File: config.mk
export PLATFORM = sky130hd
export DESIGN_NAME = mdu_top
export DESIGN_NICKNAME = d
export VERILOG_FILES = /design/src/hdl/rv32m_pkg.sv /design/src/hdl/mult_seq.sv /design/src/hdl/fu_mult.sv /design/src/hdl/fu_div.sv /design/src/hdl/mdu_top.sv
export VERILOG_INCLUDE_DIRS = /design/src /design/src/hdl
export SDC_FILE = /design/constraint.sdc
export NUM_CORES = 2
export LEC_CHECK = 0
export BUFFER_PORTS_ARGS = -buffer_cell sky130_fd_sc_hd__buf_2
export CAP_MARGIN = 20
export CELL_PAD_IN_SITES_DETAIL_PLACEMENT = 2
export CELL_PAD_IN_SITES_GLOBAL_PLACEMENT = 2
export CORE_MARGIN = 2
export CORE_UTILIZATION = 42
export CTS_CLUSTER_DIAMETER = 150
export DETAILED_ROUTE_END_ITERATION = 6
export PLACE_DENSITY_LB_ADDON = 0.25
export SETUP_SLACK_MARGIN = 0.1
export SYNTH_ARGS = -nofsm -noshare
export SYNTH_HDL_FRONTEND = slang
export SYNTH_SLANG_ARGS = --single-unit
File: constraint.sdc
create_clock -name clk -period 9.9 [get_ports clk]
set_clock_uncertainty 0.2 [all_clocks]
set_input_delay 1.98 -clock clk [delete_from_list [all_inputs] [get_ports clk]]
set_output_delay 1.98 -clock clk [all_outputs]
set_load 0.1 [all_outputs]
File: src/hdl/rv32m_config.svh
`ifndef RV32M_CONFIG_SVH
`define RV32M_CONFIG_SVH

// width of the physical destination register tag.
`define MDU_TAG_BITS 6

// partial-product steps in mult_seq, one of 1, 3 or 11.
`define MULT_CYCLES 3

// operand width.
`define XLEN 32

`endif

File: src/hdl/rv32m_pkg.sv
`default_nettype none

package rv32m_pkg;

    // *******************************************************************
    // instruction word
    // *******************************************************************

    // one word seen either raw or through the R-type fields.
    typedef union packed {
        logic [31:0] raw;
        struct packed {
            logic [6:0] funct7;
            logic [4:0] rs2;
            logic [4:0] rs1;
            logic [2:0] funct3;
            logic [4:0] rd;
            logic [6:0] opcode;
        } r;
    } instr_u;

    // *******************************************************************
    // encodings
    // *******************************************************************

    localparam logic [6:0] OP_REG        = 7'b0110011;
    localparam logic [6:0] FUNCT7_MULDIV = 7'b0000001;

    // bit 2 set selects the divider.
    localparam logic [2:0] F3_MUL    = 3'b000;
    localparam logic [2:0] F3_MULH   = 3'b001;
    localparam logic [2:0] F3_MULHSU = 3'b010;
    localparam logic [2:0] F3_MULHU  = 3'b011;
    localparam logic [2:0] F3_DIV    = 3'b100;
    localparam logic [2:0] F3_DIVU   = 3'b101;
    localparam logic [2:0] F3_REM    = 3'b110;
    localparam logic [2:0] F3_REMU   = 3'b111;

endpackage : rv32m_pkg

`default_nettype wire

File: src/hdl/mult_seq.sv
`timescale 1ns/100ps
`default_nettype none
`include "rv32m_config.svh"

module mult_seq (
    input  logic                clk,
    input  logic                rst_n,
    input  logic                start,
    input  logic [`XLEN:0]      a,
    input  logic [`XLEN:0]      b,
    output logic                complete,
    output logic [2*`XLEN+1:0]  product
);

    localparam int OPW   = `XLEN + 1;
    localparam int SLICE = OPW / `MULT_CYCLES;
    localparam int CW    = $clog2(`MULT_CYCLES + 1);

    localparam logic [CW-1:0] LAST_STEP = CW'(`MULT_CYCLES - 1);
    localparam logic [CW-1:0] STEPS     = CW'(`MULT_CYCLES);

    logic              run;
    logic [CW-1:0]     cnt;
    logic [2*OPW-1:0]  a_sh;
    logic [OPW-1:0]    b_sh;
    logic [2*OPW-1:0]  acc;
    logic [2*OPW-1:0]  slice_ext;
    logic [2*OPW-1:0]  partial;

    // the top slice of b carries the sign, lower slices are unsigned.
    always_comb begin
        slice_ext = {{(2*OPW-SLICE){(cnt == LAST_STEP) & b_sh[SLICE-1]}}, b_sh[SLICE-1:0]};
        partial   = a_sh * slice_ext;
    end

    always_ff @(posedge clk or negedge rst_n) begin
        if (!rst_n) begin
            run      <= 1'b0;
            cnt      <= '0;
            complete <= 1'b0;
        end else begin
            complete <= 1'b0;
            if (start) begin
                run <= 1'b1;
                cnt <= '0;
            end else if (run) begin
                if (cnt == STEPS) begin
                    run      <= 1'b0;
                    complete <= 1'b1;
                end else begin
                    cnt <= cnt + 1'b1;
                end
            end
        end
    end

    // a moves up one slice per step while b moves down.
    always_ff @(posedge clk) begin
        if (start) begin
            a_sh <= {{OPW{a[OPW-1]}}, a};
            b_sh <= b;
            acc  <= '0;
        end else if (run && cnt != STEPS) begin
            acc  <= acc + partial;
            a_sh <= a_sh << SLICE;
            b_sh <= b_sh >> SLICE;
        end
    end

    assign product = acc;

    // sampled complete trails the sampled start by the step count plus two edges.
    complete_latency: assert property (@(posedge clk) disable iff (!rst_n)
        complete |-> $past(start, `MULT_CYCLES + 2))
        else $error("mult_seq complete without a matching start");

endmodule : mult_seq

`default_nettype wire

File: src/hdl/fu_mult.sv
`timescale 1ns/100ps
`default_nettype none
`include "rv32m_config.svh"

module fu_mult (
    input  logic              clk,
    input  logic              rst_n,
    input  logic              start,
    input  logic [`XLEN-1:0]  rs1_v,
    input  logic [`XLEN-1:0]  rs2_v,
    input  logic [2:0]        funct3,
    output logic [`XLEN-1:0]  rd_v,
    output logic              complete
);

    logic                a_signed;
    logic                b_signed;
    logic [`XLEN:0]      a_final;
    logic [`XLEN:0]      b_final;
    logic                complete_inst;
    logic [2*`XLEN+1:0]  product_inst;

    // *******************************************************************
    // operand extension
    // *******************************************************************

    // only MULHU treats rs1 as unsigned.
    always_comb begin
        a_signed = (funct3 != rv32m_pkg::F3_MULHU);
        b_signed = (funct3 == rv32m_pkg::F3_MUL) || (funct3 == rv32m_pkg::F3_MULH);
        a_final  = {a_signed & rs1_v[`XLEN-1], rs1_v};
        b_final  = {b_signed & rs2_v[`XLEN-1], rs2_v};
    end

    mult_seq u_mult_seq (
        .clk      (clk),
        .rst_n    (rst_n),
        .start    (start),
        .a        (a_final),
        .b        (b_final),
        .complete (complete_inst),
        .product  (product_inst)
    );

    // *******************************************************************
    // result select
    // *******************************************************************

    always_comb begin
        if (funct3 == rv32m_pkg::F3_MUL) begin
            rd_v = product_inst[`XLEN-1:0];
        end else begin
            rd_v = product_inst[2*`XLEN-1:`XLEN];
        end
    end

    assign complete = complete_inst;

endmodule : fu_mult

`default_nettype wire

File: src/hdl/fu_div.sv
`timescale 1ns/100ps
`default_nettype none
`include "rv32m_config.svh"

module fu_div (
    input  logic              clk,
    input  logic              rst_n,
    input  logic              start,
    input  logic [`XLEN-1:0]  rs1_v,
    input  logic [`XLEN-1:0]  rs2_v,
    input  logic [2:0]        funct3,
    output logic [`XLEN-1:0]  rd_v,
    output logic              complete
);

    localparam int CW = $clog2(`XLEN + 2);

    // steps run while cnt is below FIX_STEP.
    localparam logic [CW-1:0] FIX_STEP = CW'(`XLEN);
    localparam logic [CW-1:0] OUT_STEP = CW'(`XLEN + 1);

    logic              run;
    logic [CW-1:0]     cnt;
    logic              signed_op;
    logic [`XLEN-1:0]  a_mag;
    logic [`XLEN-1:0]  b_mag;
    logic [`XLEN+1:0]  diff;
    logic [`XLEN-1:0]  quo;
    logic [`XLEN-1:0]  rem;
    logic [`XLEN-1:0]  dvs;
    logic [`XLEN-1:0]  dividend_r;
    logic              neg_q;
    logic              neg_r;
    logic              is_rem;
    logic              div_zero;
    logic              ovf;

    always_comb begin
        signed_op = (funct3 == rv32m_pkg::F3_DIV) || (funct3 == rv32m_pkg::F3_REM);
        a_mag     = (signed_op && rs1_v[`XLEN-1]) ? -rs1_v : rs1_v;
        b_mag     = (signed_op && rs2_v[`XLEN-1]) ? -rs2_v : rs2_v;
        // trial subtract with the borrow in the top bit.
        diff      = {1'b0, rem, quo[`XLEN-1]} - {2'b00, dvs};
    end

    always_ff @(posedge clk or negedge rst_n) begin
        if (!rst_n) begin
            run      <= 1'b0;
            cnt      <= '0;
            complete <= 1'b0;
        end else begin
            complete <= 1'b0;
            if (start) begin
                run <= 1'b1;
                cnt <= '0;
            end else if (run) begin
                if (cnt == OUT_STEP) begin
                    run      <= 1'b0;
                    complete <= 1'b1;
                end else begin
                    cnt <= cnt + 1'b1;
                end
            end
        end
    end

    // *******************************************************************
    // datapath
    // *******************************************************************

    always_ff @(posedge clk) begin
        if (start) begin
            quo        <= a_mag;
            rem        <= '0;
            dvs        <= b_mag;
            dividend_r <= rs1_v;
            neg_q      <= signed_op && (rs1_v[`XLEN-1] ^ rs2_v[`XLEN-1]);
            neg_r      <= signed_op && rs1_v[`XLEN-1];
            is_rem     <= (funct3 == rv32m_pkg::F3_REM) || (funct3 == rv32m_pkg::F3_REMU);
            div_zero   <= (rs2_v == '0);
            ovf        <= signed_op && (rs1_v == {1'b1, {(`XLEN-1){1'b0}}}) && (rs2_v == '1);
        end else if (run) begin
            if (cnt < FIX_STEP) begin
                if (!diff[`XLEN+1]) begin
                    rem <= diff[`XLEN-1:0];
                    quo <= {quo[`XLEN-2:0], 1'b1};
                end else begin
                    rem <= {rem[`XLEN-2:0], quo[`XLEN-1]};
                    quo <= {quo[`XLEN-2:0], 1'b0};
                end
            end else if (cnt == FIX_STEP) begin
                // sign correction.
                quo <= neg_q ? -quo : quo;
                rem <= neg_r ? -rem : rem;
            end else if (div_zero) begin
                rd_v <= is_rem ? dividend_r : '1;
            end else if (ovf) begin
                rd_v <= is_rem ? '0 : dividend_r;
            end else begin
                rd_v <= is_rem ? rem : quo;
            end
        end
    end

    // sampled complete trails the sampled start by the step count plus three edges.
    complete_latency: assert property (@(posedge clk) disable iff (!rst_n)
        complete |-> $past(start, `XLEN + 3))
        else $error("fu_div complete without a matching start");

endmodule : fu_div

`default_nettype wire

File: src/hdl/mdu_top.sv
`timescale 1ns/100ps
`default_nettype none
`include "rv32m_config.svh"

module mdu_top (
    input  logic                      clk,
    input  logic                      rst_n,
    input  logic                      start,
    input  rv32m_pkg::instr_u         instr,
    input  logic [`XLEN-1:0]          rs1_v,
    input  logic [`XLEN-1:0]          rs2_v,
    input  logic [`MDU_TAG_BITS-1:0]  tag_in,
    output logic                      busy,
    output logic                      done,
    output logic                      illegal,
    output logic [`XLEN-1:0]          rd_v,
    output logic [`MDU_TAG_BITS-1:0]  tag_out
);

    logic                      accept;
    logic                      legal;
    logic                      finish;
    logic                      mult_go;
    logic                      div_go;
    logic                      ill_go;
    logic [`XLEN-1:0]          rs1_r;
    logic [`XLEN-1:0]          rs2_r;
    logic [2:0]                funct3_r;
    logic [`MDU_TAG_BITS-1:0]  tag_r;
    logic [`XLEN-1:0]          mult_rd_v;
    logic [`XLEN-1:0]          div_rd_v;
    logic                      mult_complete;
    logic                      div_complete;

    assign accept = start && !busy;
    assign legal  = (instr.r.opcode == rv32m_pkg::OP_REG) &&
                    (instr.r.funct7 == rv32m_pkg::FUNCT7_MULDIV);
    assign finish = ill_go || mult_complete || div_complete;

    always_ff @(posedge clk) begin
        if (accept) begin
            rs1_r    <= rs1_v;
            rs2_r    <= rs2_v;
            funct3_r <= instr.r.funct3;
            tag_r    <= tag_in;
        end
    end

    // *******************************************************************
    // accept, dispatch and completion
    // *******************************************************************

    always_ff @(posedge clk or negedge rst_n) begin
        if (!rst_n) begin
            busy    <= 1'b0;
            mult_go <= 1'b0;
            div_go  <= 1'b0;
            ill_go  <= 1'b0;
            done    <= 1'b0;
            illegal <= 1'b0;
            rd_v    <= '0;
            tag_out <= '0;
        end else begin
            mult_go <= accept && legal && !instr.r.funct3[2];
            div_go  <= accept && legal && instr.r.funct3[2];
            ill_go  <= accept && !legal;
            done    <= finish;
            if (accept) begin
                busy <= 1'b1;
            end else if (finish) begin
                busy <= 1'b0;
            end
            if (finish) begin
                illegal <= ill_go;
                tag_out <= tag_r;
                if (ill_go) begin
                    rd_v <= '0;
                end else if (mult_complete) begin
                    rd_v <= mult_rd_v;
                end else begin
                    rd_v <= div_rd_v;
                end
            end
        end
    end

    fu_mult u_fu_mult (
        .clk      (clk),
        .rst_n    (rst_n),
        .start    (mult_go),
        .rs1_v    (rs1_r),
        .rs2_v    (rs2_r),
        .funct3   (funct3_r),
        .rd_v     (mult_rd_v),
        .complete (mult_complete)
    );

    fu_div u_fu_div (
        .clk      (clk),
        .rst_n    (rst_n),
        .start    (div_go),
        .rs1_v    (rs1_r),
        .rs2_v    (rs2_r),
        .funct3   (funct3_r),
        .rd_v     (div_rd_v),
        .complete (div_complete)
    );

    no_start_while_busy: assert property (@(posedge clk) disable iff (!rst_n)
        start |-> !busy)
        else $error("start raised while the unit is busy");

endmodule : mdu_top

`default_nettype wire

Word level (Yosys, flattened, before mapping)
Index checks and enable logic that the tools add are counted.
{ "op_classes": {"n_addsub": 8, "n_mul": 1, "order_cmp": 1, "eq_ne": 16, "muxes": 44, "bitwise_logic": 7, "reduce_logical": 35} }
{ "op_table": {"columns": ["operator", "n"], "rows": [
  ["$mux 32", 19],
  ["$mux 66", 2],
  ["$neg 32->32", 4],
  ["$add 66x66->66", 1],
  ["$mul 66x12->66", 1],
  ["$mux 33", 2],
  ["$eq 32x32->1 const B", 2],
  ["$sub 33x32->34", 1],
  ["$logic_not 32->1", 1],
  ["$mux 6", 3],
  ["$mux 1", 15],
  ["$eq 6x6->1 const B", 2],
  ["$logic_and 1x1->1", 12],
  ["$reduce_bool 2->1", 6],
  ["$eq 3x3->1 const B", 3],
  ["$eq 7x1->1 const B", 1],
  ["$eq 7x6->1 const B", 1],
  ["$add 6x1->6 const B", 1],
  ["$lt 6x6->1 const B", 1],
  ["$mux 2", 3],
  ["$ne 2x2->1 const B", 3],
  ["$reduce_and 3->1", 2],
  ["$reduce_bool 3->1", 2],
  ["$logic_or 1x1->1", 5],
  ["11 further kinds", 19]
]} }
{ "word_totals": {"ff_bits": 459, "inputBits": 105} }

Longest topological paths before layout
{ "depth": {"ltp_word": 6, "ltp_mapped": 28, "depth_no_buf": 25} }

Cells and area by module
A second synthesis with hierarchy kept.
{ "hier_totals": {"hier_cells": 4837, "area_unflattened_um2": 46811.1} }
{ "by_module_without_submodules": {"columns": ["module", "n_inst", "cells_per_inst", "area_per_inst_um2", "seq_area_each_um2"], "rows": [
  ["mult_seq", 1, 3148, 29751.0, 4394.2],
  ["fu_div", 1, 1402, 12261.8, 4834.6],
  ["mdu_top", 1, 248, 4369.2, 3293.2],
  ["fu_mult", 1, 39, 429.2, 0.0]
]} }

Worst setup path after synthesis
No wires, ideal clock.
{ "synth_timing": {"kind": "reg-to-reg", "from": "register u_fu_mult.u_mult_seq.cnt[0]", "to": "register u_fu_mult.u_mult_seq.acc[48] (netlist: u_fu_mult.u_mult_seq.product[48])", "setup_time_ns": 0.117, "arrival_time_ns": 6.764, "path_slack_ns": 2.819, "path_stages_with_launch": 27, "synth_period_minus_slack_ns": 7.081, "path_cell_list": "dfrtp_1 > inv_1 > ha_1 > clkbuf_1 > nand2_1 > clkbuf_1 > or2_2 > fa_1 > fa_1 > inv_1 > fa_1 > fa_1 > fa_1 > inv_1 > fa_1 > inv_1 > ha_1 > a21o_1 > a21o_1 > a221oi_1 > o221ai_1 > a221oi_1 > nand2_1 > a31oi_1 > o31a_1 > xnor2_1 > a22o_1"} }
{ "synth_via": {"elab_chain_cells": 4} }
{ "synth_rtl": {"columns": ["item", "line", "rtl"], "rows": [
  ["from (decl)", "mult_seq.sv:23", "logic [CW-1:0] cnt;"],
  ["from (signal assigned)", "mult_seq.sv:51", "cnt <= cnt + 1'b1;"],
  ["$eq 2x2->1", "mult_seq.sv:32", "slice_ext = {{(2*OPW-SLICE){(cnt == LAST_STEP) & b_sh[SLICE-1]}}, b_sh[SLICE-1:0]};"],
  ["$and 1x1->1", "mult_seq.sv:32", null],
  ["$mul 66x12->66", "mult_seq.sv:33", "partial = a_sh * slice_ext;"],
  ["$add 66x66->66", "mult_seq.sv:64", "acc <= acc + partial;"],
  ["to (signal assigned)", "mult_seq.sv:64", null],
  ["to (decl)", "mult_seq.sv:26", "logic [2*OPW-1:0] acc;"]
]} }
Parallel ways exist; a longest one is shown, timed or not.
A chain may end at the register's enable or synchronous reset.

Worst setup path after layout
{ "layout_timing": {"from": "register u_fu_mult.u_mult_seq.b_sh[2]", "to": "register u_fu_mult.u_mult_seq.acc[48] (netlist: u_fu_mult.u_mult_seq.product[48])"} }
{ "layout_via": {"elab_chain_cells": 2} }
{ "layout_rtl": {"columns": ["item", "line", "rtl"], "rows": [
  ["from (decl)", "mult_seq.sv:25", "logic [OPW-1:0] b_sh;"],
  ["from (signal assigned)", "mult_seq.sv:66", "b_sh <= b_sh >> SLICE;"],
  ["$mul 66x12->66", "mult_seq.sv:33", null],
  ["$add 66x66->66", "mult_seq.sv:64", null]
]} }
No other way between the ends.

==> results by stage <==
Hold path:
- The path with the worst hold slack has its endpoint at tag_out[5].
- The hold path startpoint is tag_r[5].
- Counting instances, the worst hold path has a depth of 1.
- The worst hold path belongs to the class reg2reg.

CTS:
- The clock tree from TritonCTS is built.
- After clock tree synthesis, the clock-pin slew on the worst setup and hold paths is 0.06 ns.
- The root buffer cell is sky130_fd_sc_hd__clkbuf_16.
- The total number of clock tree sinks is 455.
- No sink is reached through more buffers than the 3 on the longest clock path.
- In this run, post-CTS hold repair placed 0 buffers.
- In this run the number of H-tree levels came out at 2.
- The buffer count from post-CTS setup fixing is 0.
- The later pin in the worst-skew pair is clocked with a latency of 0.68 ns.
- The number of resized instances in the post-cts repair step is 0.
- In this run, CTS created clock tree buffers numbering 58.

STA:
- The maximum clock rate is 116.3 MHz.
- The max-slew violation total from the final report is 0.
- Setup repair after global routing left no endpoint under its margin.
- Setup slack on the critical path of the routed design comes to 1.302 ns.
- The worst pin sits at a relative slew slack of 17.33%.
- The final hold violation count is 0.
- The worst hold-check slack is 0.2856 ns.
- Setup violations remaining at the end of the flow were counted as 0.
- Dividing the final minimum period by the clock period gives 86.84%.
- After routing, the total negative slack on setup checks comes to 0 ns.
- The final critical path time including I/O delays and setup is 8.598 ns.
- For the pin with the worst max-slew slack, the measured transition is 1.240 ns.

Global route:
- Entering global routing, the biggest net connects 80 pins.
- The first global-routing pass estimated 253200 um of wire.
- The number of global-route vias before repair came to 40199.
- The aggregate global routing overflow is 0.
- The initial antenna violation count was 8.
- The total track usage is 31.04%.

Cells and area:
- At the end of the flow, the number of nets in the layout was 5533.
- The end-of-flow core utilization is 46.11%.
- The signed area change from the synthesized netlist to the final layout is 8.515%.
- In the final layout, the share of cells above drive strength 1 is 8.458%.

Critical path:
- For the worst setup path, the data required time is 10.23 ns.
- The startpoint of the lowest-slack register-to-register path is u_fu_mult.u_mult_seq.b_sh[2].
- The register-to-register path setup slack is 1.30 ns.
- The startpoint kind of the worst setup timing path is a flop.
- Data arrives at the worst endpoint at 8.93 ns.
- Measured in cells, the most critical reg-to-reg path has a length of 25.
- The critical path is of the reg2reg type.
- STA classifies the critical path endpoint as a flop.
- Along the worst path, the maximum fanout reaches 46.
- The terminus of the critical flop-to-flop path is u_fu_mult.u_mult_seq.product[48].

Power:
- The maximum vdd ir drop is 0.1380 mV.
- The internal portion of the total power is 0.003592 W.
- The analysis attributes to net switching a power of 0.001585 W.
- The power per standard cell area is 106.2 nW/um2.
- The share of total power dissipated in combinational logic is 14.4%.
- The net switching fraction of the power is 30.62%.
- The sequential group share of total power is 43.5%.
- The static leakage power is 20.96 nW.
- The clock network burns 42.0% of the power.

Drt:
- The total routed wirelength is 168300 um.
- The routed wirelength normalized by instance count is 27.75 um.
- The pre-antenna-repair detailed-routing pass consisted of 5 iterations.
- The overall via count from detail_route is 35361.
- The number of nets with antenna violations after routing is 0.
- In the routed design, unresolved DRC markers number 0.
- After the first detailed-routing iteration, the DRC count stood at 2443.
- Dividing the detail-routed via count by the number of cells gives 5.832.

Synthesis:
- The netlist uses 85 different library cells.
- When the netlist entered floorplanning its net count stood at 5556.
- The fraction of the yosys area taken by sequential cells is 27.65%.
- The number of enable-type register cells in the synthesized netlist is 303.
- After synthesis, the share of flip-flops with an asynchronous set or reset is 12.31%.
- The yosys synthesis warning count is 0.
- A synthesized cell averages 9.674 um2.
- The primary flip-flop cell chosen by synthesis mapping is sky130_fd_sc_hd__edfxtp_1.
- Counting every instance in the synthesized netlist gives 4643.
- In this run, synthesis produced a sequential element count of 455.
- In this run the cell area of the synthesized design comes to 44920 um2.

Placed design:
- The HPWL after detailed placement is 126200 um.
- Routability-driven placement finished with a final weighted congestion of 0.8825.
- In this run the tool buffered the top-level ports with 130 buffer cells.
- Before CTS, the worst setup slack after placement is 1.394 ns.

Floorplan:
- The floorplan step defined a die boundary enclosing 109600 um2.
- The initial core utilization is 42.49%.
- The site row count is 119.
- Pin placement for this block handled 146 I/O pins.
- The floorplan step set the die width to 331.0 um.
- The area of the core is 105700 um2.
- The height of the die is 331.0 um.

Run status:
- The run finished with clean final reports.

Flow run:
- The max-cap violation count is 0.
==> synthesized netlist by cell type, types with 18 or more instances <==
master	n	area [um2]
sky130_fd_sc_hd__o21bai_1	18	135.1
sky130_fd_sc_hd__nor3_1	48	240.2
sky130_fd_sc_hd__xor2_1	63	551.8
sky130_fd_sc_hd__a211oi_1	76	570.6
sky130_fd_sc_hd__inv_1	610	2290
sky130_fd_sc_hd__a21oi_1	261	1306
sky130_fd_sc_hd__o211ai_1	18	135.1
sky130_fd_sc_hd__a22o_1	22	192.7
sky130_fd_sc_hd__ha_1	186	2327
sky130_fd_sc_hd__fa_1	622	12450
sky130_fd_sc_hd__clkbuf_1	264	991.0
sky130_fd_sc_hd__nand3_1	36	180.2
sky130_fd_sc_hd__nor2b_1	75	469.2
sky130_fd_sc_hd__o21ai_0	152	760.7
sky130_fd_sc_hd__nor2_1	184	690.7
sky130_fd_sc_hd__and2_1	250	1564
sky130_fd_sc_hd__a31oi_1	36	225.2
sky130_fd_sc_hd__edfxtp_1	303	9099
sky130_fd_sc_hd__dfxtp_1	96	1922
sky130_fd_sc_hd__dfrtp_1	56	1401
sky130_fd_sc_hd__nand4_1	27	168.9
sky130_fd_sc_hd__xnor2_1	111	972.2
sky130_fd_sc_hd__nor4_1	25	156.4
sky130_fd_sc_hd__a21o_1	44	330.3
sky130_fd_sc_hd__o221ai_1	36	315.3
sky130_fd_sc_hd__mux2i_1	34	340.3
sky130_fd_sc_hd__mux2_2	61	686.9
sky130_fd_sc_hd__nand2_1	695	2609
==> cell usage in the layout, fill, tap and decap left out, types with 15 or more instances in the layout <==
cell type                   synthesis  final
sky130_fd_sc_hd__a21o_1            44     44
sky130_fd_sc_hd__a21oi_1          261    260
sky130_fd_sc_hd__nor3_1            48     47
sky130_fd_sc_hd__clkbuf_1         264     16
sky130_fd_sc_hd__xor2_1            63     63
sky130_fd_sc_hd__clkbuf_16          0     58
sky130_fd_sc_hd__dfrtp_1           56     51
sky130_fd_sc_hd__and2_1           250    250
sky130_fd_sc_hd__o21bai_1          18     18
sky130_fd_sc_hd__xnor2_1          111    111
sky130_fd_sc_hd__o221ai_1          36     36
sky130_fd_sc_hd__fa_1             622    622
sky130_fd_sc_hd__edfxtp_1         303    303
sky130_fd_sc_hd__a221oi_1          16     16
sky130_fd_sc_hd__ha_1             186    186
sky130_fd_sc_hd__or3_1             15     15
sky130_fd_sc_hd__buf_2              3    129
sky130_fd_sc_hd__inv_1            610    609
sky130_fd_sc_hd__buf_4              0     66
sky130_fd_sc_hd__nor2_1           184    182
sky130_fd_sc_hd__o211ai_1          18     18
sky130_fd_sc_hd__a31oi_1           36     36
sky130_fd_sc_hd__and3_1            17     17
sky130_fd_sc_hd__nor2b_1           75     72
sky130_fd_sc_hd__a211oi_1          76     76
sky130_fd_sc_hd__mux2i_1           34     34
sky130_fd_sc_hd__nor4_1            25     25
sky130_fd_sc_hd__a22o_1            22     22
sky130_fd_sc_hd__nand4_1           27     27
sky130_fd_sc_hd__mux2_2            61     61
sky130_fd_sc_hd__nand3_1           36     36
sky130_fd_sc_hd__nand2_1          695    694
sky130_fd_sc_hd__nand2b_1          16     15
sky130_fd_sc_hd__dfxtp_1           96     96
sky130_fd_sc_hd__o21ai_0          152    151
==> critical path, cell delays in order (launching register included) <==
cell	delay (ns)
sky130_fd_sc_hd__edfxtp_1	0.81
sky130_fd_sc_hd__buf_4	0.70
sky130_fd_sc_hd__nand2_1	0.15
sky130_fd_sc_hd__fa_1	0.51
sky130_fd_sc_hd__inv_1	0.05
sky130_fd_sc_hd__fa_1	0.43
sky130_fd_sc_hd__ha_1	0.29
sky130_fd_sc_hd__ha_1	0.28
sky130_fd_sc_hd__inv_1	0.05
sky130_fd_sc_hd__fa_1	0.47
sky130_fd_sc_hd__inv_1	0.05
sky130_fd_sc_hd__ha_1	0.27
sky130_fd_sc_hd__ha_1	0.24
sky130_fd_sc_hd__fa_1	0.49
sky130_fd_sc_hd__a21o_1	0.22
sky130_fd_sc_hd__a41oi_1	0.20
sky130_fd_sc_hd__o21ai_0	0.32
sky130_fd_sc_hd__a221oi_1	0.38
sky130_fd_sc_hd__buf_4	0.21
sky130_fd_sc_hd__o221ai_1	0.41
sky130_fd_sc_hd__a221oi_1	0.71
sky130_fd_sc_hd__nand2_1	0.18
sky130_fd_sc_hd__a31oi_1	0.39
sky130_fd_sc_hd__o31a_1	0.20
sky130_fd_sc_hd__xnor2_1	0.07
sky130_fd_sc_hd__a22o_1	0.20
==> cell type report <==
| type | instances | area, um2 |
|---|---|---|
| diodes | 2 | 5.005 |
| clock buffers | 79 | 1580 |
| clock inverters | 31 | 326.6 |
| fillers | 11169 | 56970 |
| inverters | 611 | 2296 |
| multi-input cells | 3298 | 29200 |
| flip-flops and latches | 455 | 12430 |
| well taps | 1391 | 1740 |
| repair buffers | 196 | 1161 |
==> per-stage QoR <==
step,instance area (um2),cells,power [W]
after floorplan,44920,4643,0.002735
after global placement,46830,5951,0.002989
after detailed placement,46830,5951,0.003021
after CTS,48740,6061,0.005209
after global routing,48740,6061,0.005336
final,48740,6063,0.005177
==> registers in the layout, indices dropped and copies added (netlist names), 2 cells and up <==
register	count
funct3_r	3
rd_v	32
u_fu_div.dvs	32
u_fu_mult.u_mult_seq.cnt	2
u_fu_mult.u_mult_seq.a_sh	64
u_fu_mult.u_mult_seq.b_sh	33
tag_out	6
u_fu_div.dividend_r	32
u_fu_div.cnt	6
u_fu_div.rem	32
u_fu_div.rd_v	32
u_fu_div.quo	32
u_fu_mult.u_mult_seq.product	64
rs2_r	32
rs1_r	32
tag_r	6
==> metal layers <==
metal  GRT usage (%)  vias up  routed length (um)
met3           5.196      297               10070
met5               0        -                  39
li1                -    15191                   -
met4           12.66        6                7616
met2           52.10     1055               80980
met1           39.96    18812               69560
==> power by group through the flow <==
stage	logic [W]	clock network (W)	registers, W
2_1_floorplan	0.000396	0	0.00234
3_5_place_dp	0.000735	0	0.00229
6_report	0.000748	0.00218	0.00225
4_1_cts	0.000746	0.00221	0.00225
3_3_place_gp	0.000708	0	0.00228
5_1_grt	0.000805	0.00227	0.00226
==> cell families after synthesis <==
logic type	Yosys count	share of synthesized area [%]
buffers and inverters	890	7.462
DFF	455	27.65
xor gates and xnor gates	174	3.393
adders and majority gates	808	32.90
muxes	95	2.287
and+or+nand+nor	1440	15.26
AOI/OAI and AO/OA	781	11.04
==> worst max-delay path by stage <==
stage	start	endpoint	slack, ns
after floorplan	u_fu_mult.u_mult_seq.cnt[0]	u_fu_mult.u_mult_seq.product[48]	2.82
after global placement	u_fu_mult.u_mult_seq.b_sh[2]	u_fu_mult.u_mult_seq.product[48]	1.54
after detailed placement	u_fu_mult.u_mult_seq.b_sh[2]	u_fu_mult.u_mult_seq.product[48]	1.39
after CTS	u_fu_mult.u_mult_seq.b_sh[2]	u_fu_mult.u_mult_seq.product[48]	1.33
after global routing	u_fu_mult.u_mult_seq.b_sh[2]	u_fu_mult.u_mult_seq.product[48]	0.96
final	u_fu_mult.u_mult_seq.b_sh[2]	u_fu_mult.u_mult_seq.product[48]	1.30
(Power assumes the default switching activity.)
